==> src/logic/cpu_macros.svh <==
// Width and depth defines shared by the CPU back end packages and RTL
`ifndef CPU_MACROS_SVH
`define CPU_MACROS_SVH

// Data and address width in bits
`define WORD_W 32

// Register index width, 32 architectural registers
`define REG_W 5

// Number of words held in the data RAM
`define DMEM_WORDS 256

// Instruction field widths
`define OPCODE_W 6
`define FUNCT_W 6
`define JADDR_W 26
`define SHAMT_W 5

// Encoding width of the ALU operation
`define ALUOP_W 4

`endif

==> src/logic/cpu_types_pkg.sv <==
// Basic CPU types: word, register index, opcode, funct and ALU operation enums
`include "cpu_macros.svh"

package cpu_types_pkg;

    typedef logic [`WORD_W-1:0] word_t;
    typedef logic [`REG_W-1:0] regbits_t;

    // Primary opcode field of the MIPS encoding
    typedef enum logic [`OPCODE_W-1:0] {
        RTYPE = 6'b000000,
        J     = 6'b000010,
        JAL   = 6'b000011,
        BEQ   = 6'b000100,
        BNE   = 6'b000101,
        ADDI  = 6'b001000,
        ADDIU = 6'b001001,
        SLTI  = 6'b001010,
        SLTIU = 6'b001011,
        ANDI  = 6'b001100,
        ORI   = 6'b001101,
        XORI  = 6'b001110,
        LUI   = 6'b001111,
        LW    = 6'b100011,
        SW    = 6'b101011,
        HALT  = 6'b111111
    } opcode_t;

    // Function field for RTYPE instructions
    typedef enum logic [`FUNCT_W-1:0] {
        SLL  = 6'b000000,
        SRL  = 6'b000010,
        JR   = 6'b001000,
        ADD  = 6'b100000,
        ADDU = 6'b100001,
        SUB  = 6'b100010,
        SUBU = 6'b100011,
        AND  = 6'b100100,
        OR   = 6'b100101,
        XOR  = 6'b100110,
        NOR  = 6'b100111,
        SLT  = 6'b101010,
        SLTU = 6'b101011
    } funct_t;

    typedef enum logic [`ALUOP_W-1:0] {
        ALU_ADD  = 4'd0,
        ALU_SUB  = 4'd1,
        ALU_AND  = 4'd2,
        ALU_OR   = 4'd3,
        ALU_XOR  = 4'd4,
        ALU_NOR  = 4'd5,
        ALU_SLT  = 4'd6,
        ALU_SLTU = 4'd7,
        ALU_SLL  = 4'd8,
        ALU_SRL  = 4'd9
    } aluop_t;

endpackage

==> src/logic/pipe_pkg.sv <==
// Inter-stage bundle structs for the ID/EX, EX/MEM and MEM/WB latches
`include "cpu_macros.svh"

package pipe_pkg;

    // Decoded instruction with its register operands already read
    typedef struct packed {
        logic                  valid;
        cpu_types_pkg::word_t  pcplusfour;
        cpu_types_pkg::word_t  rdat1;
        cpu_types_pkg::word_t  rdat2;
        cpu_types_pkg::word_t  imm;          // Sign or zero extended by decode
        logic [`JADDR_W-1:0]   j_addr;
        logic [`SHAMT_W-1:0]   shift_amt;
        cpu_types_pkg::regbits_t wsel;
        cpu_types_pkg::aluop_t aluop;
        logic                  alusrc;
        logic                  beq;
        logic                  bne;
        logic                  jump;
        logic                  jr;
        logic                  jal;
        logic                  lui;
        logic                  dREN;
        logic                  dWEN;
        logic                  MemtoReg;
        logic                  RegWr;
        logic                  halt;
    } id_ex_t;

    // After execute, branch and jump fields are no longer needed
    typedef struct packed {
        logic                    valid;
        cpu_types_pkg::word_t    alu_out;
        cpu_types_pkg::word_t    rdat2;       // Store data
        cpu_types_pkg::word_t    pcplusfour;
        cpu_types_pkg::regbits_t wsel;
        logic                    dREN;
        logic                    dWEN;
        logic                    MemtoReg;
        logic                    RegWr;
        logic                    jal;
        logic                    halt;
    } ex_mem_t;

    typedef struct packed {
        logic                    valid;
        cpu_types_pkg::word_t    alu_out;
        cpu_types_pkg::word_t    dload;
        cpu_types_pkg::word_t    pcplusfour;
        cpu_types_pkg::regbits_t wsel;
        logic                    MemtoReg;
        logic                    RegWr;
        logic                    jal;
        logic                    halt;
    } mem_wb_t;

endpackage

==> src/logic/writeback_stage.sv <==
// Writeback stage: result select, register write strobe and sticky halt flag
module writeback_stage (
    input  logic                    CLK,
    input  logic                    nRST,
    input  pipe_pkg::mem_wb_t       wb,
    output logic                    halted,
    output logic                    reg_wen,
    output cpu_types_pkg::regbits_t reg_wsel,
    output cpu_types_pkg::word_t    reg_wdat
);

    logic halt_q;

    always_ff @(posedge CLK or negedge nRST) begin
        if (!nRST) begin
            halt_q <= 1'b0;
        end else if (wb.valid && wb.halt) begin
            halt_q <= 1'b1;
        end
    end

    // High as soon as the halt bundle reaches writeback
    assign halted = halt_q || (wb.valid && wb.halt);

    assign reg_wsel = wb.jal ? 5'd31 : wb.wsel;    // jal links into ra

    assign reg_wdat = wb.jal      ? wb.pcplusfour :
                      wb.MemtoReg ? wb.dload      :
                                    wb.alu_out;

    assign reg_wen = wb.valid && wb.RegWr && (reg_wsel != '0) && !halted;

endmodule

==> config.mk <==
export PLATFORM = sky130hd
export DESIGN_NAME = writeback_stage
export DESIGN_NICKNAME = d
export VERILOG_FILES = /design/src/logic/cpu_types_pkg.sv /design/src/logic/pipe_pkg.sv /design/src/logic/writeback_stage.sv
export VERILOG_INCLUDE_DIRS = /design/src /design/src/logic
export SDC_FILE = /design/constraint.sdc
export NUM_CORES = 1
export LEC_CHECK = 0
export BUFFER_PORTS_ARGS = -buffer_cell sky130_fd_sc_hd__buf_2
export CORE_MARGIN = 1.5
export CORE_UTILIZATION = 27
export CTS_BUF_LIST = sky130_fd_sc_hd__clkbuf_4
export DETAILED_ROUTE_END_ITERATION = 16
export GPL_TIMING_DRIVEN = 0
export PLACE_DENSITY_LB_ADDON = 0.2
export SLEW_MARGIN = 20
export SYNTH_ARGS = -nofsm -noshare
export SYNTH_HDL_FRONTEND = slang
export SYNTH_SLANG_ARGS = --single-unit
==> constraint.sdc <==
create_clock -name CLK -period 0.8 [get_ports CLK]
set_input_delay 0.04 -clock CLK [delete_from_list [all_inputs] [get_ports CLK]]
set_output_delay 0.04 -clock CLK [all_outputs]
set_load 0.005 [all_outputs]
Yosys cells after proc, flatten, opt, wreduce, memory -nomap -nowiden
Index checks and enable logic that the tools add are counted.
{"block": "word_totals", "regBits": 1, "word_cells": 11}
{"block": "op_classes", "n_mux": 3, "n_reduce_logical": 7}
{"op": "two-way mux 32 bit", "n": 2}
{"op": "two-way mux 5 bit", "n": 1}
{"op": "nonzero test 5 bit", "n": 1}
{"op": "logical AND 1 bit", "n": 4}
{"op": "zero test 1 bit", "n": 1}
{"op": "logical OR 1 bit", "n": 1}

Logic depth before layout (Yosys ltp)
Gate-level depths: netlist (run 1).
{"block": "depth", "depth_word": 4, "depth_mapped": 4}

Worst setup path before layout (run 1)
No wires, ideal clock.
{"block": "synth_timing", "path_type": "register -> output", "from": "reg halt_q", "to": "out reg_wen", "arrival_time_ns": 0.688, "path_slack_ns": 0.072, "stages_incl_launch_ff": 3, "n_path_buf": 0, "cell_sequence": "dfrtp_1 -> a21o_1 -> a211oi_2"}
{"block": "synth_via", "elab_chain_cells": 3}
{"item": "start, declared", "line_no": "writeback_stage.sv:12", "text": "logic halt_q;"}
{"item": "start signal, assigned", "line_no": "writeback_stage.sv:16", "text": "halt_q <= 1'b0;"}
{"item": "start signal, assigned", "line_no": "writeback_stage.sv:18", "text": "halt_q <= 1'b1;"}
{"item": "logical OR 1 bit", "line_no": "writeback_stage.sv:23", "text": "assign halted = halt_q || (wb.valid && wb.halt);"}
{"item": "via halted", "line_no": "writeback_stage.sv:6", "text": "output logic halted,"}
{"item": "zero test 1 bit", "line_no": "writeback_stage.sv:31", "text": "assign reg_wen = wb.valid && wb.RegWr && (reg_wsel != '0) && !halted;"}
{"item": "logical AND 1 bit", "line_no": "writeback_stage.sv:31"}
{"item": "end, declared", "line_no": "writeback_stage.sv:7", "text": "output logic reg_wen,"}
The timed path passes the listed nets, and every way through them passes these cells.

Worst setup path after layout (run 1)
{"block": "layout_timing", "from": "reg halt_q", "to": "out reg_wen"}
{"block": "layout_via", "elab_chain_cells": 3}
{"item": "logical OR 1 bit", "line_no": "writeback_stage.sv:23"}
{"item": "zero test 1 bit", "line_no": "writeback_stage.sv:31"}
{"item": "logical AND 1 bit", "line_no": "writeback_stage.sv:31"}
No other way between the ends.

==> metrics.md, run 1 <==
| Metric | Value |
|---|---|
| Worst Path Arrival | 800 ps |
| RSZ-0062 raised after global routing | yes |
| Commonest non-fill, non-tap cell in the layout | buf_2 |
| Syn_nets | 227 |
| Actual slew at the worst max-slew pin | 409 ps |
| Switching Share | 37.7% |
| Synthesized area per cell | around 6.7 sq um |
| Via density | approximately 4.6 |
| Number of DRC markers in iteration 0 | 38 |
| Biggest register | halt_q |
| Commonest non-fill, non-tap cells in the layout | buf_2, nand2_1, mux2i_1, o21ai_1 |
| Critical path startpoint category | flop |
| ANT nets after route | 0 |
| Die ar. | 3310 sq um |
| YS warnings | 0 |
| Nets@finish | 378 |
| Combinational Power Share | a little over nine tenths |
| HP Class | primary input to flop |
| Fin. max-slew vios | 0 |
| Sequential Power Share | 5.7% |
| Final WS setup | -40.6 ps |
| I/O Buffers | 144 |
| Clock power share | 0% |
| Static Leak | 1.01 nW |
| First-pass GRT wire length | 4920 um |
| Site Rows | 19 |
| R2R Path End | halt_q |
| Crit Path Class | flop to primary output |
| WL final | ~3400 um |
| Fin cells | 299 |
| GP Congestion | 0.782 |
| Min-delay src | wb[0] |
| Outcome | finished with violations |
| Worst skew pair latency | 0 ps |
| Skew final | 0 ps |
| Worst EP required | around 760 ps |
| Violated checks | setup timing |
| Fmax | between 1 and 1.5 GHz |
| Hold Path Sink | halt_q |
| Worst R2R Path Depth | 1 |
| Pre-CTS setup slack | -52.3 ps |
| Top flop regs | halt_q (1) |
| Tot GR Track Use | between 10% and 20% |
| Setup crit end kind | primary output |
| DRC Markers | 0 |
| Die height | between 50 and 60 um |
| Seq/Total Area, Yosys | roughly 3.1% |
| Flop2flop setup slack | 170 ps |
| Pwr Total | ~0.9 mW |
| Crit-path max FO | 2 |
| Die width | 57.5 um |
| Vias in the first global route | 1,230 |
| Max IR drop VDD | 0.000447 V |
| Met2 Track Usage GR | 36.7% |
| Max_cap viols | 0 |
| Synth unique cells | 16 |
| 1st-pass router iterations | 4 |
| CP max-delay cell | dfrtp_1 |
| Minimum clock period | between 800 and 900 ps |
| R2r startpoint | halt_q |
| Gr ovfl total | 0 |
| Area delta synth->final | 111% |
| Final Setup Violations | 2 |
| Largest net degree at the start of global routing | 11 |
| Tcrit/Tclk final | 105% |
| Max incr delay on CP | 350 ps |
| Antenna violations before repair | 0 |
| Clock transition at path regs | 0 ps |
| Fin. Hold Viols | 0 |
| CORE AREA | 2780 sq um |
| DR WL/cell | 11.4 um |
| WHS Path Cells | 2 |
| Synthesized area | approximately 800 sq um |
| Rel. slew slack | about 73% |
| Hpwl dp | 2790 um |
| Synthesized flop and latch total | 1 |
| I/O pin cnt | 147 |
| GR Layer Usage met3 | 1.36% |
| Placed Cells | 294 |
| Crit path cell chain | a21o_1 -> a211oi_2 -> buf_2 |
| Power Density | about 530 nW/um^2 |
| Post-Syn Instances | between 100 and 150 |
| Vias | 1,369 |
| Most Crowded Layer GR | met2 |
| Share of cells above drive strength 1 | 60.8% |
| Met1 Use GR | 19.6% |
| Initial Utilization | 28.8% |
| Switching pwr | 0.340 mW |
| Antenna cell count | 0 |
| Int Pwr | 0.561 mW |
| Number of flip-flops in the largest register | 1 |
## logic make-up after synthesis
logic type	count (synthesis)	synth area share, %
multiplexers	32	39.9
AO/OA/AOI/OAI	35	23.4
buffers and inverters	12	13.7
flip-flops	1	3.12
AND/OR/NAND/NOR	39	19.8
## per-layer routing
metal / wire [um] / part of all wire [%]
met3: 264 / 7.8
met5: 0 / 0
met2: 1840 / 54
met4: 0 / 0
met1: 1300 / 38
## power groups by stage
stage	clock, mW	sequential, mW	combinational (mW)
6_report	0	0.0515	0.850
5_1_grt	0	0.0515	0.941
4_1_cts	0	0.0515	0.792
3_5_place_dp	0	0.0515	0.784
3_3_place_gp	0	0.0515	0.778
2_1_floorplan	0	0.0515	0.356
## layout make-up
class / count / area (sq um)
fillers: 282 / 1090
repair buffers: 149 / 813
multi-input cells: 106 / 691
plain buffers: 11 / 119
well taps: 31 / 38.8
flip-flops and latches: 1 / 25.0
inverters: 1 / 3.75
## worst max-delay path by stage
stage / start / cells after the start / to
CTS: halt_q / 3 / reg_wen
floorplan: halt_q / 2 / reg_wen
global placement: halt_q / 3 / reg_wen
detailed placement: halt_q / 3 / reg_wen
finish: halt_q / 3 / reg_wen
global route: halt_q / 3 / reg_wen
## repair_timing
item / CTS / global route
cloned: 0 / 3
endpoints found under the setup margin: 1 / 15
hold endpoints to repair: 1 / 0
hold buffers: 1 / 0
resized for setup: 0 / 13
buffers inserted: 1 / 0
## worst max-delay path, delay by kind of cell (launching register included)
kind,cells,cell delay (ps)
flops,1,350
compound gates,2,300
buf+inv,1,140
## cell usage after synthesis
master	n	area, sq um
a211oi_2	1	12.5
a21o_1	2	15.0
buf_12	3	60.1
buf_2	1	5.00
buf_4	2	15.0
buf_6	1	11.3
clkbuf_1	4	15.0
dfrtp_1	1	25.0
inv_1	1	3.75
mux2i_1	32	320
nand2_1	33	124
nor2_1	1	3.75
nor4_1	1	6.26
o21ai_0	2	10.0
o21ai_1	30	150
or2_1	4	25.0
## per-stage QoR
| step | cell area (sq um) | setup TNS (ps) | utilization [%] | hold WS (ps) |
|---|---|---|---|---|
| finish | 1690 | -53.1 | 60.8 | 265 |
| global route | 1690 | -162 | 60.8 | 278 |
| CTS | 1580 | -57.6 | 56.8 | 269 |
| floorplan | 802 | 0 | - | -256 |
| detailed placement | 1560 | -52.3 | 56.1 | -182 |
| global placement | 1560 | -22.8 | 56.1 | -180 |
Note: power is estimated with default switching activity, not from simulation.
==> run 2: changes to the inputs <==
--- a/config.mk
+++ b/config.mk
@@ -13,6 +13,7 @@
 export DETAILED_ROUTE_END_ITERATION = 16
 export GPL_TIMING_DRIVEN = 0
 export PLACE_DENSITY_LB_ADDON = 0.2
+export SKIP_CTS_REPAIR_TIMING = 1
 export SLEW_MARGIN = 20
 export SYNTH_ARGS = -nofsm -noshare
 export SYNTH_HDL_FRONTEND = slang
==> constraint.sdc (replaced) <==
create_clock -name CLK -period 0.8 [get_ports CLK]
set_input_delay 0.04 -clock CLK [delete_from_list [all_inputs] [get_ports CLK]]
set_output_delay 0.04 -clock CLK [all_outputs]
set_load 0.1 [all_outputs]
==> metrics.md, run 2 <==
| Metric | Value |
|---|---|
| Tool error | [ERROR DPL-0038] Utilization greater than 100%, impossible to legalize |
| Seq/Total Area, Yosys | 3.12% |
| Synthesized flop and latch total | 1 |
| Worst EP kind | output port |
| Synth unique cells | 16 |
| Die height | roughly 58 um |
| Worst endpoint after global-route timing repair | reg_wen |
| I/O pin cnt | 147 |
| Outcome | aborted with a tool error |
| Die width | 57.5 um |
| Hpwl dp | 3020 um |
| Synthesized area per cell | 6.74 sq um |
| YS warnings | 0 |
| Synthesized area | 802 sq um |
| Share of the synthesized area in the top cell type | 39.9% |
| Ys async rst share | 100% |
| Synth top area cells | mux2i_1, o21ai_1, nand2_1 |
| Syn_nets | 227 |
| Initial Utilization | 28.8% |
| GP Congestion | 0.730 |
| Failing step | global routing (5_1_grt) |
| Synth Flop Type | dfrtp_1 |
| Count leader, synth | nand2_1 |
| Yosys top cell by area | mux2i_1 |
| Site Rows | 19 |
| Commonest cells post-synth | nand2_1, mux2i_1, o21ai_1 |
| Largest net degree at the start of global routing | 11 |
| Post-synth EDFFs | 0 |
| Post-Syn Instances | between 100 and 150 |
| I/O Buffers | between 100 and 150 |
-- run 2: cell counts after synthesis --
Identical to the previous run, type by type.
-- run 2: through the flow --
| stage | cells | instance area (sq um) | setup WS [ps] |
|---|---|---|---|
| CTS | 294 | 1950 | -442 |
| global placement | 294 | 1950 | -439 |
| floorplan | 119 | 1190 | -811 |
| detailed placement | 294 | 1950 | -442 |
-- run 2: cells by family after synthesis --
kind of cell	count (synthesis)	share of synthesized area (%)
flops	1	3.12
compound gates	35	23.4
mux	32	39.9
simple gates	39	19.8
buf+inv	12	13.7
==> run 3: changes to the inputs <==
--- a/config.mk
+++ b/config.mk
@@ -7,12 +7,11 @@
 export NUM_CORES = 1
 export LEC_CHECK = 0
 export BUFFER_PORTS_ARGS = -buffer_cell sky130_fd_sc_hd__buf_2
-export CORE_MARGIN = 1.5
-export CORE_UTILIZATION = 27
-export CTS_BUF_LIST = sky130_fd_sc_hd__clkbuf_4
+export CORE_AREA = 2 2 63 65
 export DETAILED_ROUTE_END_ITERATION = 16
+export DIE_AREA = 0 0 65 67
 export GPL_TIMING_DRIVEN = 0
-export PLACE_DENSITY_LB_ADDON = 0.2
+export PLACE_DENSITY_LB_ADDON = 0.15
 export SKIP_CTS_REPAIR_TIMING = 1
 export SLEW_MARGIN = 20
 export SYNTH_ARGS = -nofsm -noshare
==> metrics.md, run 3 (same netlist as run 1, synthesis figures left out) <==
| Metric | Value |
|---|---|
| CORE AREA | 3610 sq um |
| Die height | 67 um |
| Placed Cells | 311 |
| Max_cap viols | 0 |
| Fin cells | between 300 and 400 |
| Number of flip-flops in the largest register | 1 |
| Vias | 1,498 |
| Die width | 65 um |
| Setup crit end kind | primary output |
| WL final | between 5000 and 6000 um |
| Antenna violations before repair | 0 |
| Critical path startpoint category | flop |
| Largest net degree at the start of global routing | 11 |
| Number of DRC markers in iteration 0 | 35 |
| Antenna cell count | 0 |
| DR WL/cell | approximately 16 um |
| Placed inst area | about 2000 sq um |
| Crit path cell chain | a21o_4 -> a211oi_4 -> buf_12 |
| 1st-pass router iterations | 3 |
| GP Congestion | 0.664 |
| Max incr delay on CP | around 370 ps |
| Max IR drop VDD | 0.000785 V |
| Hold Path Sink | halt_q |
| Clock transition at path regs | 0 ps |
| Share of cells above drive strength 1 | 86.6% |
| R2R Path End | halt_q |
| Final WS setup | -205 ps |
| Worst skew pair latency | 0 ps |
| Worst R2R Path Depth | 2 |
| Biggest register | halt_q |
| Gr ovfl total | 0 |
| Min-delay src | wb[0] |
| HP Class | primary input to flop |
| I/O Buffers | ~140 |
| Outcome | finished with violations |
| Crit-path max FO | 2 |
| Commonest non-fill, non-tap cell in the layout | buf_2 |
| Via density | 4.73 |
| Power Density | approximately 1100 nW/um^2 |
| Commonest non-fill, non-tap cells in the layout | buf_2, nand2_1, buf_12 |
| Worst Path Arrival | 970 ps |
| Fmax | roughly 1 GHz |
| Violated checks | setup timing |
| Top flop regs | halt_q (1) |
| Tot GR Track Use | 15.1% |
| R2r startpoint | halt_q |
| Rel. slew slack | approximately 64% |
| WHS Path Cells | 2 |
| Final instance area | 2900 sq um |
| Post-route setup TNS | -3280 ps |
| Nets@finish | ~380 |
| Pre-CTS setup slack | -445 ps |
| Die ar. | between 4000 and 5000 sq um |
| I/O pin cnt | 147 |
| Area delta synth->final | 261% |
| Static Leak | 1.24 nW |
| Worst EP required | roughly 760 ps |
| CP max-delay cell | dfrtp_1 |
| Fin. max-slew vios | 0 |
| RSZ-0062 raised after global routing | yes |
| Pwr Total | 3.11 mW |
| Hold_ws | 288 ps |
| Skew final | 0 ps |
| Tcrit/Tclk final | 126% |
| Actual slew at the worst max-slew pin | 538 ps |
| Crit Path Class | flop to primary output |
| Flop2flop setup slack | 30 ps |
| Fin. Hold Viols | 0 |
| Hpwl dp | about 3100 um |
| Initial Utilization | 22.2% |
| Minimum clock period | 1010 ps |
| Vias in the first global route | 1,280 |
| Final Setup Violations | 34 |
| ANT nets after route | 0 |
| First-pass GRT wire length | 5430 um |
| DRC Markers | 0 |
| Site Rows | 22 |
| Utilization after layout | between 80% and 90% |
-- run 3: report_power, final --
part	internal, mW	total [mW]	switching [mW]
clock	0	0	0
sequential	0.0515	0.0515	0.0000000703
combinational	1.20	3.06	1.86
total	1.25	3.11	1.86
-- run 3: metal layers --
layer	up-vias	GRT usage (%)	wire length [um]
li1	721	-	-
met1	695	16.4	1660
met2	82	31.8	2920
met3	0	2.53	467
met4	0	0	0
met5	-	0	0
-- run 3: worst max-delay path: cells and delay by family, from the launching register on --
kind / cells / cell delay, ps
buffers and inverters: 1 / 210
flip-flops: 1 / 370
AO/OA/AOI/OAI: 2 / 390
-- run 3: cell type report --
cell class              instances  area, sq um
fillers                       238          711
repair buffers                150         1310
multi-input cells             106         1350
plain buffers                  11          138
flip-flops and latches          1         25.0
well taps                      48         60.1
inverters                       1         7.51
-- run 3: worst max-delay path by stage --
stage,cells past startpoint,start,to
5_1_grt,3,halt_q,reg_wen
2_1_floorplan,2,halt_q,reg_wen
4_1_cts,3,halt_q,reg_wen
3_3_place_gp,3,halt_q,reg_wen
3_5_place_dp,3,halt_q,reg_wen
6_report,3,halt_q,reg_wen
==> run 4: changes to the inputs <==
--- a/config.mk
+++ b/config.mk
@@ -7,9 +7,11 @@
 export NUM_CORES = 1
 export LEC_CHECK = 0
 export BUFFER_PORTS_ARGS = -buffer_cell sky130_fd_sc_hd__buf_2
-export CORE_AREA = 2 2 63 65
+export CELL_PAD_IN_SITES_DETAIL_PLACEMENT = 1
+export CELL_PAD_IN_SITES_GLOBAL_PLACEMENT = 1
+export CORE_MARGIN = 1.5
+export CORE_UTILIZATION = 14
 export DETAILED_ROUTE_END_ITERATION = 16
-export DIE_AREA = 0 0 65 67
 export GPL_TIMING_DRIVEN = 0
 export PLACE_DENSITY_LB_ADDON = 0.15
 export SKIP_CTS_REPAIR_TIMING = 1
==> metrics.md, run 4 (same netlist as run 1, synthesis figures left out) <==
| Metric | Value |
|---|---|
| Outcome | finished with violations |
| Violated checks | setup timing |
| CP max-delay cell | dfrtp_1 |
| GP Congestion | 0.696 |
| Tcrit/Tclk final | 127% |
| 1st-pass router iterations | 2 |
| First-pass GRT wire length | a little under 7000 um |
| Die ar. | 6190 sq um |
| Site Rows | 27 |
| Fin. Hold Viols | 0 |
| Vias in the first global route | 1,531 |
| DRC Markers | 0 |
| Antenna violations before repair | 0 |
| Tot GR Track Use | 13.5% |
| Static Leak | around 1.2 nW |
| Crit-path max FO | 2 |
| Worst R2R Path Depth | 1 |
| I/O pin cnt | 147 |
| Placed inst area | 2000 sq um |
| Top flop regs | halt_q (1) |
| Fin cells | 339 |
| Crit Path Class | flop to primary output |
| Fmax | between 0.9 and 1 GHz |
| Clock transition at path regs | 0 ps |
| Fin. max-slew vios | 0 |
| Setup crit end kind | primary output |
| Antenna cell count | 0 |
| I/O Buffers | around 140 |
| Worst Path Arrival | 970 ps |
| Max_cap viols | 0 |
| Crit path cell chain | a21o_4 -> a211oi_4 -> buf_12 |
| Gr ovfl total | 0 |
| Flop2flop setup slack | 150 ps |
| WL final | 5330 um |
| Pre-CTS setup slack | -455 ps |
| Die height | 78.7 um |
| DR WL/cell | between 15 and 20 um |
| Power Density | between 1000 and 1500 nW/um^2 |
| Number of flip-flops in the largest register | 1 |
| Post-route setup TNS | -3280 ps |
| Nets@finish | 377 |
| Final Setup Violations | 34 |
| Placed Cells | 335 |
| CORE AREA | 5510 sq um |
| Utilization after layout | about half |
| Via density | 4.43 |
| Critical path startpoint category | flop |
| Area of the multi-input gates | 1320 sq um |
| Buffers plus inverters on the worst setup path | 1 |
| WP depth | 3 |
| Largest net degree at the start of global routing | 11 |
| CP endpoint | reg_wen |
| Flip-flop and latch area | 25.0 sq um |
| Worst skew pair latency | 0 ps |
| R2r startpoint | halt_q |
| Layout fillers | 621 |
| CP top delay family | compound AO/OA/AOI/OAI gates |
| Number of DRC markers in iteration 0 | 14 |
| Area delta synth->final | 255% |
| HP Class | primary input to flop |
| RSZ-0062 raised after global routing | yes |
| Biggest register | halt_q |
| Share of cells above drive strength 1 | 86.1% |
| Pwr Total | 3.06 mW |
| Max IR drop VDD | 0.000594 V |
| Skew final | 0 ps |
| Actual slew at the worst max-slew pin | 532 ps |
| CP Launch Point | halt_q |
| Hold_ws | 278 ps |
| Max incr delay on CP | between 300 and 400 ps |
| Hpwl dp | around 3800 um |
| Worst EP required | ~760 ps |
| Die width | 78.7 um |
| Final instance area | 2850 sq um |
| Commonest non-fill, non-tap cell in the layout | buf_2 |
| R2R Path End | halt_q |
| Final WS setup | -214 ps |
| Rel. slew slack | ~65% |
| Minimum clock period | 1010 ps |
| Commonest non-fill, non-tap cells in the layout | buf_2, nand2_1, o21ai_4 |
| ANT nets after route | 0 |
| Initial Utilization | about 15% |
| Vias | between 1,500 and 2,000 |
run 4: cell types whose count changed in the layout (fill, tap and decap cells not counted), sizes merged:
cell / before / now
buf: 154 / 153
clkbuf: 6 / 5
run 4: how the worst min path moves through the flow:
stage / startpoint / end / slack, ps / depth (start not counted)
after global placement: nRST / halt_q / -190 / 1
after CTS: nRST / halt_q / -180 / 1
after global routing: wb[0] / halt_q / 300 / 2
after detailed placement: nRST / halt_q / -180 / 1
after floorplan: nRST / halt_q / -260 / 0
final: wb[0] / halt_q / 280 / 2
run 4: area by class of cell:
type | instances | share of cell area, %
Multi-Input combinational cell | 106 | 46.4
Sequential cell | 1 | 0.879
Tap cell | 72 | 3.16
Inverter | 1 | 0.264
Buffer | 11 | 4.79
Timing Repair Buffer | 148 | 44.5
run 4: power by group:
part,switching (mW),internal [mW]
clock,0,0
combinational,1.85,1.16
sequential,0.0000000750,0.0515
run 4: per-layer routing:
metal	vias to the layer above	global-route usage, %	part of all wire (%)
met2	83	26.7	57
met5	-	0	0
met1	697	15.4	35
met4	0	0.179	0
met3	0	3.10	8.3
li1	722	-	-
