<file path="src/logic/cpu_macros.svh">
// Width and depth defines shared by the CPU back end packages and RTL
`ifndef CPU_MACROS_SVH
`define CPU_MACROS_SVH

// Data and address width in bits
`define WORD_W 32

// Register index width, 32 architectural registers
`define REG_W 5

// Number of words held in the data RAM
`define DMEM_WORDS 256

// Instruction field widths
`define OPCODE_W 6
`define FUNCT_W 6
`define JADDR_W 26
`define SHAMT_W 5

// Encoding width of the ALU operation
`define ALUOP_W 4

`endif

</file>
<file path="src/logic/cpu_types_pkg.sv">
// Basic CPU types: word, register index, opcode, funct and ALU operation enums
`include "cpu_macros.svh"

package cpu_types_pkg;

    typedef logic [`WORD_W-1:0] word_t;
    typedef logic [`REG_W-1:0] regbits_t;

    // Primary opcode field of the MIPS encoding
    typedef enum logic [`OPCODE_W-1:0] {
        RTYPE = 6'b000000,
        J     = 6'b000010,
        JAL   = 6'b000011,
        BEQ   = 6'b000100,
        BNE   = 6'b000101,
        ADDI  = 6'b001000,
        ADDIU = 6'b001001,
        SLTI  = 6'b001010,
        SLTIU = 6'b001011,
        ANDI  = 6'b001100,
        ORI   = 6'b001101,
        XORI  = 6'b001110,
        LUI   = 6'b001111,
        LW    = 6'b100011,
        SW    = 6'b101011,
        HALT  = 6'b111111
    } opcode_t;

    // Function field for RTYPE instructions
    typedef enum logic [`FUNCT_W-1:0] {
        SLL  = 6'b000000,
        SRL  = 6'b000010,
        JR   = 6'b001000,
        ADD  = 6'b100000,
        ADDU = 6'b100001,
        SUB  = 6'b100010,
        SUBU = 6'b100011,
        AND  = 6'b100100,
        OR   = 6'b100101,
        XOR  = 6'b100110,
        NOR  = 6'b100111,
        SLT  = 6'b101010,
        SLTU = 6'b101011
    } funct_t;

    typedef enum logic [`ALUOP_W-1:0] {
        ALU_ADD  = 4'd0,
        ALU_SUB  = 4'd1,
        ALU_AND  = 4'd2,
        ALU_OR   = 4'd3,
        ALU_XOR  = 4'd4,
        ALU_NOR  = 4'd5,
        ALU_SLT  = 4'd6,
        ALU_SLTU = 4'd7,
        ALU_SLL  = 4'd8,
        ALU_SRL  = 4'd9
    } aluop_t;

endpackage

</file>
<file path="src/logic/pipe_pkg.sv">
// Inter-stage bundle structs for the ID/EX, EX/MEM and MEM/WB latches
`include "cpu_macros.svh"

package pipe_pkg;

    // Decoded instruction with its register operands already read
    typedef struct packed {
        logic                  valid;
        cpu_types_pkg::word_t  pcplusfour;
        cpu_types_pkg::word_t  rdat1;
        cpu_types_pkg::word_t  rdat2;
        cpu_types_pkg::word_t  imm;          // Sign or zero extended by decode
        logic [`JADDR_W-1:0]   j_addr;
        logic [`SHAMT_W-1:0]   shift_amt;
        cpu_types_pkg::regbits_t wsel;
        cpu_types_pkg::aluop_t aluop;
        logic                  alusrc;
        logic                  beq;
        logic                  bne;
        logic                  jump;
        logic                  jr;
        logic                  jal;
        logic                  lui;
        logic                  dREN;
        logic                  dWEN;
        logic                  MemtoReg;
        logic                  RegWr;
        logic                  halt;
    } id_ex_t;

    // After execute, branch and jump fields are no longer needed
    typedef struct packed {
        logic                    valid;
        cpu_types_pkg::word_t    alu_out;
        cpu_types_pkg::word_t    rdat2;       // Store data
        cpu_types_pkg::word_t    pcplusfour;
        cpu_types_pkg::regbits_t wsel;
        logic                    dREN;
        logic                    dWEN;
        logic                    MemtoReg;
        logic                    RegWr;
        logic                    jal;
        logic                    halt;
    } ex_mem_t;

    typedef struct packed {
        logic                    valid;
        cpu_types_pkg::word_t    alu_out;
        cpu_types_pkg::word_t    dload;
        cpu_types_pkg::word_t    pcplusfour;
        cpu_types_pkg::regbits_t wsel;
        logic                    MemtoReg;
        logic                    RegWr;
        logic                    jal;
        logic                    halt;
    } mem_wb_t;

endpackage

</file>
<file path="src/logic/execute_stage.sv">
// Execute stage: ALU, lui and shifts, branch and jump resolution, redirect
module execute_stage (
    input  pipe_pkg::id_ex_t     ex,
    output pipe_pkg::ex_mem_t    mem,
    output logic                 redirect,
    output cpu_types_pkg::word_t redirect_pc
);

    cpu_types_pkg::word_t op_a;
    cpu_types_pkg::word_t op_b;
    cpu_types_pkg::word_t alu_res;
    cpu_types_pkg::word_t branch_pc;
    cpu_types_pkg::word_t jump_pc;
    logic                 br_taken;

    assign op_a = ex.rdat1;
    assign op_b = ex.alusrc ? ex.imm : ex.rdat2;

    always_comb begin
        unique case (ex.aluop)
            cpu_types_pkg::ALU_ADD:  alu_res = op_a + op_b;
            cpu_types_pkg::ALU_SUB:  alu_res = op_a - op_b;
            cpu_types_pkg::ALU_AND:  alu_res = op_a & op_b;
            cpu_types_pkg::ALU_OR:   alu_res = op_a | op_b;
            cpu_types_pkg::ALU_XOR:  alu_res = op_a ^ op_b;
            cpu_types_pkg::ALU_NOR:  alu_res = ~(op_a | op_b);
            cpu_types_pkg::ALU_SLT:  alu_res = {31'b0, $signed(op_a) < $signed(op_b)};
            cpu_types_pkg::ALU_SLTU: alu_res = {31'b0, op_a < op_b};
            cpu_types_pkg::ALU_SLL:  alu_res = op_b << ex.shift_amt;  // Shifts act on rt
            cpu_types_pkg::ALU_SRL:  alu_res = op_b >> ex.shift_amt;
            default:                 alu_res = '0;
        endcase
    end

    // Branches compare the two register operands, never the immediate
    assign br_taken = (ex.beq && (ex.rdat1 == ex.rdat2)) ||
                      (ex.bne && (ex.rdat1 != ex.rdat2));

    assign branch_pc = ex.pcplusfour + {ex.imm[29:0], 2'b00};
    assign jump_pc   = {ex.pcplusfour[31:28], ex.j_addr, 2'b00};

    always_comb begin
        redirect    = 1'b0;
        redirect_pc = '0;
        if (ex.valid) begin
            if (ex.jr) begin
                redirect    = 1'b1;
                redirect_pc = ex.rdat1;
            end else if (ex.jump || ex.jal) begin
                redirect    = 1'b1;
                redirect_pc = jump_pc;
            end else if (br_taken) begin
                redirect    = 1'b1;
                redirect_pc = branch_pc;
            end
        end
    end

    always_comb begin
        mem.valid      = ex.valid;
        mem.alu_out    = ex.lui ? {ex.imm[15:0], 16'h0000} : alu_res;
        mem.rdat2      = ex.rdat2;
        mem.pcplusfour = ex.pcplusfour;
        mem.wsel       = ex.wsel;
        mem.dREN       = ex.dREN;
        mem.dWEN       = ex.dWEN;
        mem.MemtoReg   = ex.MemtoReg;
        mem.RegWr      = ex.RegWr;
        mem.jal        = ex.jal;
        mem.halt       = ex.halt;
    end

endmodule

</file>
<file path="config.mk">
export PLATFORM = sky130hd
export DESIGN_NAME = execute_stage
export DESIGN_NICKNAME = d
export VERILOG_FILES = /design/src/logic/cpu_types_pkg.sv /design/src/logic/pipe_pkg.sv /design/src/logic/execute_stage.sv
export VERILOG_INCLUDE_DIRS = /design/src /design/src/logic
export SDC_FILE = /design/constraint.sdc
export NUM_CORES = 1
export LEC_CHECK = 0
export BUFFER_PORTS_ARGS = -buffer_cell sky130_fd_sc_hd__buf_4
export CAP_MARGIN = 20
export CORE_ASPECT_RATIO = 0.8
export CORE_MARGIN = 10
export CORE_UTILIZATION = 35
export DETAILED_ROUTE_END_ITERATION = 6
export PLACE_DENSITY = 0.67
export SLEW_MARGIN = 10
export SYNTH_ARGS = -nofsm -noshare
export SYNTH_HDL_FRONTEND = slang
export SYNTH_SLANG_ARGS = --single-unit
</file>
<file path="constraint.sdc">
create_clock -name vclk -period 4.5
set_input_delay 0.225 -clock vclk [all_inputs]
set_output_delay 0.225 -clock vclk [all_outputs]
set_load 0.02 [all_outputs]
</file>
== After elaboration in Yosys (flattened, before gate mapping) ==
Index checks and enable logic that the tools add are counted.
Cells by class
  add/subtract/negate cells: 3
  order comparisons: 2
  eq/ne operators: 11
  shift-type cells: 2
  muxes and demuxes: 11
  bitwise operators: 4
  reduce and logical (&&, ||, !) cells: 5
Operator list (number)
  $pmux W32 S10: 1
  $mux W32: 6
  $add A32 B32 Y32: 2
  $lt A32 B32 Y1: 2
  $and A32 B32 Y32: 1
  $eq A32 B32 Y1: 1
  $ne A32 B32 Y1: 1
  $not A32 Y32: 1
  $or A32 B32 Y32: 1
  $shl A32 B5 Y32: 1
  $shr A32 B5 Y32: 1
  $sub A32 B32 Y32: 1
  $xor A32 B32 Y32: 1
  $eq A4 B3 Y1 const B: 4
  $eq A4 B2 Y1 const B: 2
  $eq A4 B4 Y1 const B: 2
  $eq A4 B1 Y1 const B: 1
  $logic_not A4 Y1: 1
  $mux W1: 4
  $logic_and A1 B1 Y1: 2
  $logic_or A1 B1 Y1: 2
Word-level totals
  flip-flop bits (word level): 0
  word-level logic and storage cells: 38

== Logic depth before layout (Yosys ltp) ==
Gate-level depths: netlist (run 1).
  word-level depth: 7
  depth in mapped cells: 19
  depth with buffers taken out: 15

== Least setup slack after synthesis (run 1) ==
Ideal clock, no wire load.
  path type: input -> output
  start point: in ex[11] (netlist bit)
  end point: out mem[101] (netlist bit)
  arrival time: 4.418 ns
  data required time: 4.275 ns
  setup slack: -0.143 ns
  cell stages on the path: 18
  path buffers: 7
  cells stage by stage: buf_4 > buf_4 > buf_2 > buf_2 > buf_2 > buf_2 > mux2i_1 > ha_1 > buf_6 > or3_4 > nor4_4 > o211ai_2 > a2111oi_4 > o21ai_2 > nor2b_4 > o21ba_1 > a221o_1 > a221o_1
RTL lines
  start: declaration: RTL line execute_stage.sv:3  | input pipe_pkg::id_ex_t ex,
  end: declaration: RTL line execute_stage.sv:4  | output pipe_pkg::ex_mem_t mem,

==> reports/metrics.yaml, run 1 <==
routing:
  remaining_drc_errors: 0
  wl_per_cell_um: 32.6
  dr_total_vias: 17400
  viasPerCell: 6.75
  wirelength_mm: 84.0
  first_pass_iters: 6
  drtIter0Drc: 2997
  drt.antenna.violating_nets: 0
die:
  start_util_pct: 35.4
  dieHeight_um: 196
  dieArea_sq_mm: 0.0470
  rows: 64
  dieWidth_um: 240
  fp.coreArea_sq_mm: 0.0382
  io_pins: 322
critical_path:
  crit_buf_inv: 5
  critPathRequiredTime_ns: 4.28
  cp_num_cells: 11
  crit_chain: "buf_4 > buf_4 > mux2_2 > inv_1 > ha_1 > a221oi_1 > o211ai_1 > a2111oi_0 > buf_4 > a22oi_1 > buf_4"
  startpoint_type: "input port"
  slowest_stage: "a2111oi_0"
  cp_common_cell: "buf_4"
  critPathTopFamily: "compound AO/OA/AOI/OAI gates"
  cp-end-kind: "output pin"
  cp_max_fo: 62
  crit_type: "input port to output pin"
  crit_start: "ex[11]"
  slowest_delay_ns: 0.94
  cp_data_arrival_time_ns: 4.29
  crit_end: "mem[103]"
global_route:
  grt_usage_pct: 33.5
  overflow: 0
  grt_max_degree: 68
  grt_pass1_wl_mm: 117
  grt_pass1_vias: 16100
  antenna_found_initial: 1
finish:
  area_growth_pct: 17.5
  drive_above_1_share_pct: 25.5
  clock_buffers: 0
  seq_cell_count: 0
  fin_area_sq_mm: 0.0159
  stdcell_count: 2577
  final_nets: 2395
  regArea_sq_um: 0
synthesis:
  syn_area_sq_mm: 0.0135
  synth_top_area_cell: "ha_1"
  ys_types: 94
  syn_inst: 1906
  yosysMostFrequentCell: "a21oi_1"
  synth_compound_area_share_pct: 32.8
  synth_common_cells: "181 x a21oi_1, 179 x nand2_1, 172 x nor2_1"
  synth_area_per_cell_sq_um: 7.10
  synth_top_area_share_pct: 11.8
  synth_seq_area_share_pct: 0
  muxShareOfSynthArea_pct: 19.8
  synth_area_leaders: "ha_1 12%, mux4_2 12%, a21oi_1 6.7%"
  synth-adder-area-share_pct: 12.3
  synth_top_family_by_area: "compound AO/OA/AOI/OAI gates"
  synth-xor-area-share_pct: 4.73
  yosysWarnings: 0
  yosys.area_share.simple_pct: 17.5
  syn_nets: 2218
place:
  dp.final_hpwl_mm: 68.3
  gp_congestion: 1.06
  place_inst: 2576
  place_area_sq_mm: 0.0158
  portBuffers: 302
timing:
  period_share_pct: 100
  finalWorstSetupSlack_ns: -0.0170
  min_period_ns: 4.52
  rsz0062_at_grt: "true"
  fmax_mhz: 221
  final_max_slew_viol_count: 0
  worst-slew-pin-transition_ns: 1.09
  finalSetupViolations: 1
  relSlewSlack_pct: 25.5
  report.final.hold_viol_count: 0
hold_path:
  min_from: "ex[1]"
  hold_path_depth: 0
  hold_path_class: "input port to output pin"
run:
  maxCapViolCount: 0
run_status:
  outcome: "complete, but fails checks"
  violations: "negative setup slack"
clock_network:
  post_cts_buffers: 0
==> layer usage <==
metal / track usage, % / vias to the layer above / share of wire [%]
li1: - / 7403 / -
met1: 46.4 / 8334 / 41
met2: 48.2 / 1472 / 41
met3: 9.47 / 188 / 14
met4: 11.7 / 0 / 4.4
met5: 0 / - / 0
==> cell usage in the layout (no fill, tap or decap), types with 6 or more instances in the layout <==
cell type  count
and2_1         8
inv_1        117
a21o_1        31
a22oi_1       15
or2_2         10
nor4_1        17
a2111oi_0      9
o31ai_1        7
and3_1         8
buf_4        386
ha_1         127
a21oi_1      181
nand2b_1      11
nor2_1       171
mux4_2        70
or3_1          8
xor2_1        41
a31oi_1       33
xnor2_1       32
mux2_2        20
o21ai_1        7
nand3_1       18
o221ai_1      12
a21boi_0       6
o21ai_0      141
a211oi_1      45
nor3_1        37
o21bai_1      16
mux2i_1       82
nor2b_1       11
a221oi_1      47
nand4_1       13
o22ai_1       17
nand2_1      179
o211ai_1      28
==> layout make-up <==
cell class                      count  area [sq um]
Timing Repair Buffer              389          2960
Antenna cell                        1          2.50
Inverter                          118           443
Fill cell                        4022         22300
Multi-Input combinational cell   1574         11900
Tap cell                          495           619
==> repair_timing <==
item | CTS | global route
pin swaps | 0 | 0
hold buffers | 0 | 0
endpoints found under the setup margin | 2 | 11
resized for setup | 1 | 14
==> cell families after synthesis <==
family,count (synthesis)
muxes,178
AOI/OAI and AO/OA,674
xor gates and xnor gates,73
buffers and inverters,332
and+or+nand+nor,518
adders and majority gates,131
==> worst min-delay path by stage <==
stage	end	slack (ns)
2_1_floorplan	mem[0]	0.56
3_5_place_dp	mem[0]	0.45
5_1_grt	mem[2]	0.45
4_1_cts	mem[0]	0.45
3_3_place_gp	mem[0]	0.45
6_report	mem[2]	0.45
==> stage by stage <==
| stage | TNS, ns | worst slack [ns] | util [%] | hold WS (ns) |
|---|---|---|---|---|
| detailed placement | -0.0755 | -0.0755 | 41.5 | 0.450 |
| floorplan | 0 | 0.00713 | - | 0.563 |
| global route | -0.236 | -0.0788 | 41.6 | 0.450 |
| finish | -0.0170 | -0.0170 | 41.6 | 0.450 |
| global placement | -0.286 | -0.176 | 41.5 | 0.450 |
| CTS | 0 | 0.0132 | 41.5 | 0.450 |
==> run 2, diff against run 1 <==
--- a/config.mk
+++ b/config.mk
@@ -9,10 +9,11 @@
 export BUFFER_PORTS_ARGS = -buffer_cell sky130_fd_sc_hd__buf_4
 export CAP_MARGIN = 20
 export CORE_ASPECT_RATIO = 0.8
-export CORE_MARGIN = 10
 export CORE_UTILIZATION = 35
 export DETAILED_ROUTE_END_ITERATION = 6
 export PLACE_DENSITY = 0.67
+export RECOVER_POWER = 25
+export SETUP_SLACK_MARGIN = 0.15
 export SLEW_MARGIN = 10
 export SYNTH_ARGS = -nofsm -noshare
 export SYNTH_HDL_FRONTEND = slang
==> run 2 against run 1 <==
  * The run now ends clean
  * Highest routed layer is now met5
  * Critical path depth increased by 5
  * Flip-flop and latch count unchanged
  * Cell count is 2.1% higher
  * Die area fell by 16%
  * Wire length grew 0.67%
  * Critical path type unchanged
  * Fmax rose by 4.6%
  * Global-route usage up 7.3 points
  * Via count rose by 2.2%
  * Non-clock buffer count grew 54
  * First-iteration DRC count down 5.8%
  * Worst setup slack better by 0.20 ns
  * Critical endpoint is now mem[101]
==> reports/metrics.yaml, run 2 (same netlist as run 1, synthesis figures left out) <==
critical_path:
  cp_data_arrival_time_ns: 4.09
  critPathRequiredTime_ns: 4.28
  cp_max_fo: 3
  crit_chain: "buf_4 > mux2i_2 > inv_1 > ha_1 > fa_1 > a211oi_2 > o21ai_1 > or4b_1 > nand3_1 > a21oi_2 > o31ai_2 > a211o_2 > a21o_1 > a221o_1 > a221o_1 > buf_4"
  cp-end-kind: "output pin"
  startpoint_type: "input port"
  slowest_stage: "fa_1"
  crit_type: "input port to output pin"
  slowest_delay_ns: 0.46
finish:
  area_growth_pct: 20.2
  final_nets: 2449
  layout_commonest_cell: "buf_4"
  clock_buffers: 0
  seq_cell_count: 0
  stdcell_count: 2632
  regArea_sq_um: 0
  final_cell_mix: "414 x buf_4, 179 x nand2_1, 179 x a21oi_1"
  drive_above_1_share_pct: 26.5
  fillCellCount: 4019
  multi_input_area_sq_mm: 0.0119
  fin_area_sq_mm: 0.0163
power:
  power_w: 0.00263
  power.leakage_nw: 7.18
  pwr_density_cell_mw_per_mm2: 162
  peakVddDrop_uv: 86.0
timing:
  min_period_ns: 4.32
  worst-slew-pin-transition_ns: 1.04
  relSlewSlack_pct: 30.8
  final_max_slew_viol_count: 0
  finalWorstSetupSlack_ns: 0.183
  fmax_mhz: 232
  rsz0062_at_grt: "true"
  report.final.hold_viol_count: 0
  period_share_pct: 95.9
  finalSetupViolations: 0
place:
  pre_cts_ws_ns: -0.338
  portBuffers: 302
  place_area_sq_mm: 0.0162
  place_inst: 2630
  dp.final_hpwl_mm: 68.4
  gp_congestion: 1.04
die:
  fp.coreArea_sq_mm: 0.0381
  io_pins: 322
  dieWidth_um: 222
  rows: 64
  start_util_pct: 35.5
  dieHeight_um: 178
  dieArea_sq_mm: 0.0394
routing:
  wirelength_mm: 84.6
  drtIter0Drc: 2824
  wl_per_cell_um: 32.1
  first_pass_iters: 6
  dr_total_vias: 17800
  viasPerCell: 6.76
  remaining_drc_errors: 0
  drt.antenna.violating_nets: 0
global_route:
  grt_pass1_vias: 15800
  grt_usage_pct: 40.8
  grt_max_degree: 61
  overflow: 0
  grt_pass1_wl_mm: 117
  antenna_found_initial: 8
hold_path:
  hold_path_class: "input port to output pin"
clock_network:
  hold_buffers: 0
run:
  maxCapViolCount: 0
run_status:
  outcome: "completed"
## run 2: changes by cell type in the layout (fill, tap and decap cells not counted), sizes merged
cell	change
buf	+29
clkbuf	+25
diode	+1
## run 2: worst paths after layout
kind | from | endpoint | slack, ns | depth (start not counted)
min | ex[1] | mem[2] | 0.45 | 0
max | ex[11] | mem[101] | 0.18 | 16
## run 2: final cells by class
| class | count | area share, % |
|---|---|---|
| inverters | 118 | 2.72 |
| multi-input cells | 1574 | 73.3 |
| repair buffers | 443 | 20.1 |
| diodes | 2 | 0.0308 |
| well taps | 495 | 3.81 |
## run 2: routing by layer
layer	GRT usage (%)	part of all wire, %	vias up
met3	13.0	14	268
met1	56.9	41	8540
met5	0	0.11	-
li1	-	-	7522
met4	18.9	5.7	14
met2	56.0	39	1444
## run 2: power by group
group / total (W) / leakage (nW) / switching (W) / internal (W)
registers: 0 / 0 / 0 / 0
logic: 0.00263 / 7.18 / 0.00166 / 0.000976
clock network: 0.0000000000124 / 0.0000127 / 0 / 0.0000000000124
total: 0.00263 / 7.18 / 0.00166 / 0.000976
## run 2: through the flow
| stage | utilization, % | TNS (ns) | hold slack, ns |
|---|---|---|---|
| floorplan | - | 0 | 0.563 |
| global placement | 42.6 | -0.355 | 0.450 |
| detailed placement | 42.6 | -0.725 | 0.450 |
| CTS | 42.7 | 0 | 0.450 |
| global route | 42.6 | 0 | 0.450 |
| finish | 42.6 | 0 | 0.450 |
## run 2: critical path: cells and delay by family
family                   cells  cell delay [ns]
AO/OA/AOI/OAI                8             1.96
adder cells (fa/ha/maj)      2             0.70
multiplexers                 1             0.35
buffers and inverters        3             0.46
AND/OR/NAND/NOR              2             0.40
## run 2: timing repair
item,in CTS,in global routing
resized for setup,9,18
pin swaps,0,2
setup buffers,0,0
setup endpoints to repair,9,12
Note: power is estimated with default switching activity, not from simulation.
==> run 3, diff against run 2 <==
--- a/config.mk
+++ b/config.mk
@@ -6,6 +6,7 @@
 export SDC_FILE = /design/constraint.sdc
 export NUM_CORES = 1
 export LEC_CHECK = 0
+export ABC_AREA = 1
 export BUFFER_PORTS_ARGS = -buffer_cell sky130_fd_sc_hd__buf_4
 export CAP_MARGIN = 20
 export CORE_ASPECT_RATIO = 0.8
==> run 3 against run 2 <==
  * Non-clock buffer count shrank 104
  * Sequential share of layout area is the same
  * Die area grew 8.1%
  * Via count grew 20%
  * Combinational power shrank 7%
  * Synthesized area grew 8.2%
  * Hold slack is the same
  * Power shrank 6.8%
  * Synthesized cell count grew 56%
  * Worst setup slack gained 0.14 ns
  * Fmax grew 3.3%
  * Highest routed layer unchanged
  * Core utilization shrank 2.1 points
==> reports/metrics.yaml, run 3 <==
run_status:
  outcome: "completed"
critical_path:
  startpoint_type: "input port"
  crit_chain: "buf_4 > nand2_1 > o21ai_2 > inv_1 > ha_1 > o21ai_0 > inv_1 > nand2_1 > nand3_1 > nand3_1 > nand2_1 > nand3_1 > nand2_1 > o21ai_1 > nand2_1 > buf_4"
  cp-end-kind: "output pin"
  crit_buf_inv: 4
  cp_max_fo: 37
  crit_type: "input port to output pin"
  cp_data_arrival_time_ns: 3.95
  slowest_delay_ns: 0.60
  critPathTopFamily: "compound AO/OA/AOI/OAI gates"
  critPathRequiredTime_ns: 4.28
  slowest_stage: "o21ai_0"
  cp_common_cell: "nand2_1"
finish:
  final_nets: 3425
  antenna_cells: 0
  final_cell_mix: "900 x nand2_1, 522 x nand3_1, 433 x inv_1"
  drive_above_1_share_pct: 12.0
  fillCellCount: 4800
  regArea_sq_um: 0
  area_growth_pct: 13.4
  clock_buffers: 0
  seq_cell_count: 0
  layout_commonest_cell: "nand2_1"
timing:
  min_period_ns: 4.18
  finalSetupViolations: 0
  fin_setup_tns_ns: 0
  fmax_mhz: 239
  period_share_pct: 92.8
  rsz0062_at_grt: "false"
  whs_ns: 0.450
  relSlewSlack_pct: 25.4
  worst-slew-pin-transition_ns: 1.12
  final_max_slew_viol_count: 0
  report.final.hold_viol_count: 0
global_route:
  grt_pass1_wl_mm: 122
  grt_usage_pct: 38.4
  overflow: 0
  grt_max_degree: 65
  antenna_found_initial: 1
  grt_pass1_vias: 18300
die:
  dieArea_sq_mm: 0.0427
  io_pins: 322
  dieWidth_um: 231
  fp.coreArea_sq_mm: 0.0410
  dieHeight_um: 185
  start_util_pct: 35.7
  rows: 66
routing:
  remaining_drc_errors: 0
  first_pass_iters: 6
  dr_total_vias: 21300
  viasPerCell: 5.84
  drtIter0Drc: 3541
  wl_per_cell_um: 23.5
  wirelength_mm: 85.9
  drt.antenna.violating_nets: 0
synthesis:
  synth_top_family_by_area: "simple AND/OR/NAND/NOR gates"
  syn_inst: 2976
  syn_nets: 3288
  synth_area_leaders: "nand2_1 23%, nand3_1 18%, inv_1 11%"
  syn_area_sq_mm: 0.0146
  synth_common_cells: "901 x nand2_1, 522 x nand3_1, 434 x inv_1"
  synth_top_area_share_pct: 23.1
  yosys.area_share.simple_pct: 52.8
  synth_top_area_cell: "nand2_1"
  synth_seq_area_share_pct: 0
  synth-adder-area-share_pct: 11.4
  ys_types: 43
  yosysWarnings: 0
  yosysMostFrequentCell: "nand2_1"
  synth_area_per_cell_sq_um: 4.92
  synth_compound_area_share_pct: 15.2
  synth-xor-area-share_pct: 1.02
  muxShareOfSynthArea_pct: 0
power:
  switching_share_pct: 70.4
  combPwrFrac_pct: 100.0
  seq_power_share_pct: 0
  cellInternalPower_w: 0.000725
  p_switching_w: 0.00173
  pwr-share-clk_pct: 0
  pwr_density_cell_mw_per_mm2: 148
  power.leakage_nw: 9.36
  peakVddDrop_uv: 89.6
place:
  portBuffers: 302
  gp_congestion: 1.13
  dp.final_hpwl_mm: 72.4
clock_network:
  post_cts_buffers: 0
  hold_buffers: 0
  cts_resized: 0
run:
  maxCapViolCount: 0
hold_path:
  hold_path_class: "input port to output pin"
-- run 3: final cells by class --
cell class	instances	area, sq um	share of cell area, %
Multi-Input combinational cell	2333	11800	70.9
Timing Repair Buffer	339	2500	15.0
Inverter	439	1650	9.92
Tap cell	544	681	4.10
-- run 3: per-layer routing --
layer	GRT usage (%)	share of wire, %	vias up
li1	-	-	9859
met2	54.0	38	1622
met5	0	0.010	-
met4	9.40	3.1	2
met1	54.8	42	9696
met3	13.5	17	160
-- run 3: stage by stage --
step / utilization (%) / setup slack [ns] / area, sq um / power, W / cells
4_1_cts: 40.8 / 0.597 / 16700 / 0.00234 / 3655
5_1_grt: 40.5 / 0.307 / 16600 / 0.00260 / 3655
6_report: 40.5 / 0.322 / 16600 / 0.00245 / 3655
3_5_place_dp: 40.8 / 0.611 / 16700 / 0.00233 / 3655
3_3_place_gp: 40.7 / 0.584 / 16700 / 0.00234 / 3654
2_1_floorplan: - / 1.76 / 14600 / 0.00148 / 2976
-- run 3: worst paths after layout --
| check | startpoint | end | slack, ns | cells past startpoint |
|---|---|---|---|---|
| worst max-delay path | ex[11] | mem[97] | 0.32 | 16 |
| worst min-delay path | ex[3] | mem[4] | 0.45 | 0 |
-- run 3: cell families after synthesis --
group	count (synthesis)
buffers and inverters	643
and+or+nand+nor	1794
AOI/OAI and AO/OA	391
xor gates and xnor gates	17
adders and majority gates	131
-- run 3: power groups by stage --
| stage | combinational [W] | clock (W) | sequential, W |
|---|---|---|---|
| final | 0.00245 | 0 | 0 |
| after global routing | 0.00260 | 0 | 0 |
| after CTS | 0.00234 | 0 | 0 |
| after detailed placement | 0.00233 | 0 | 0 |
| after global placement | 0.00234 | 0 | 0 |
| after floorplan | 0.00148 | 0 | 0 |
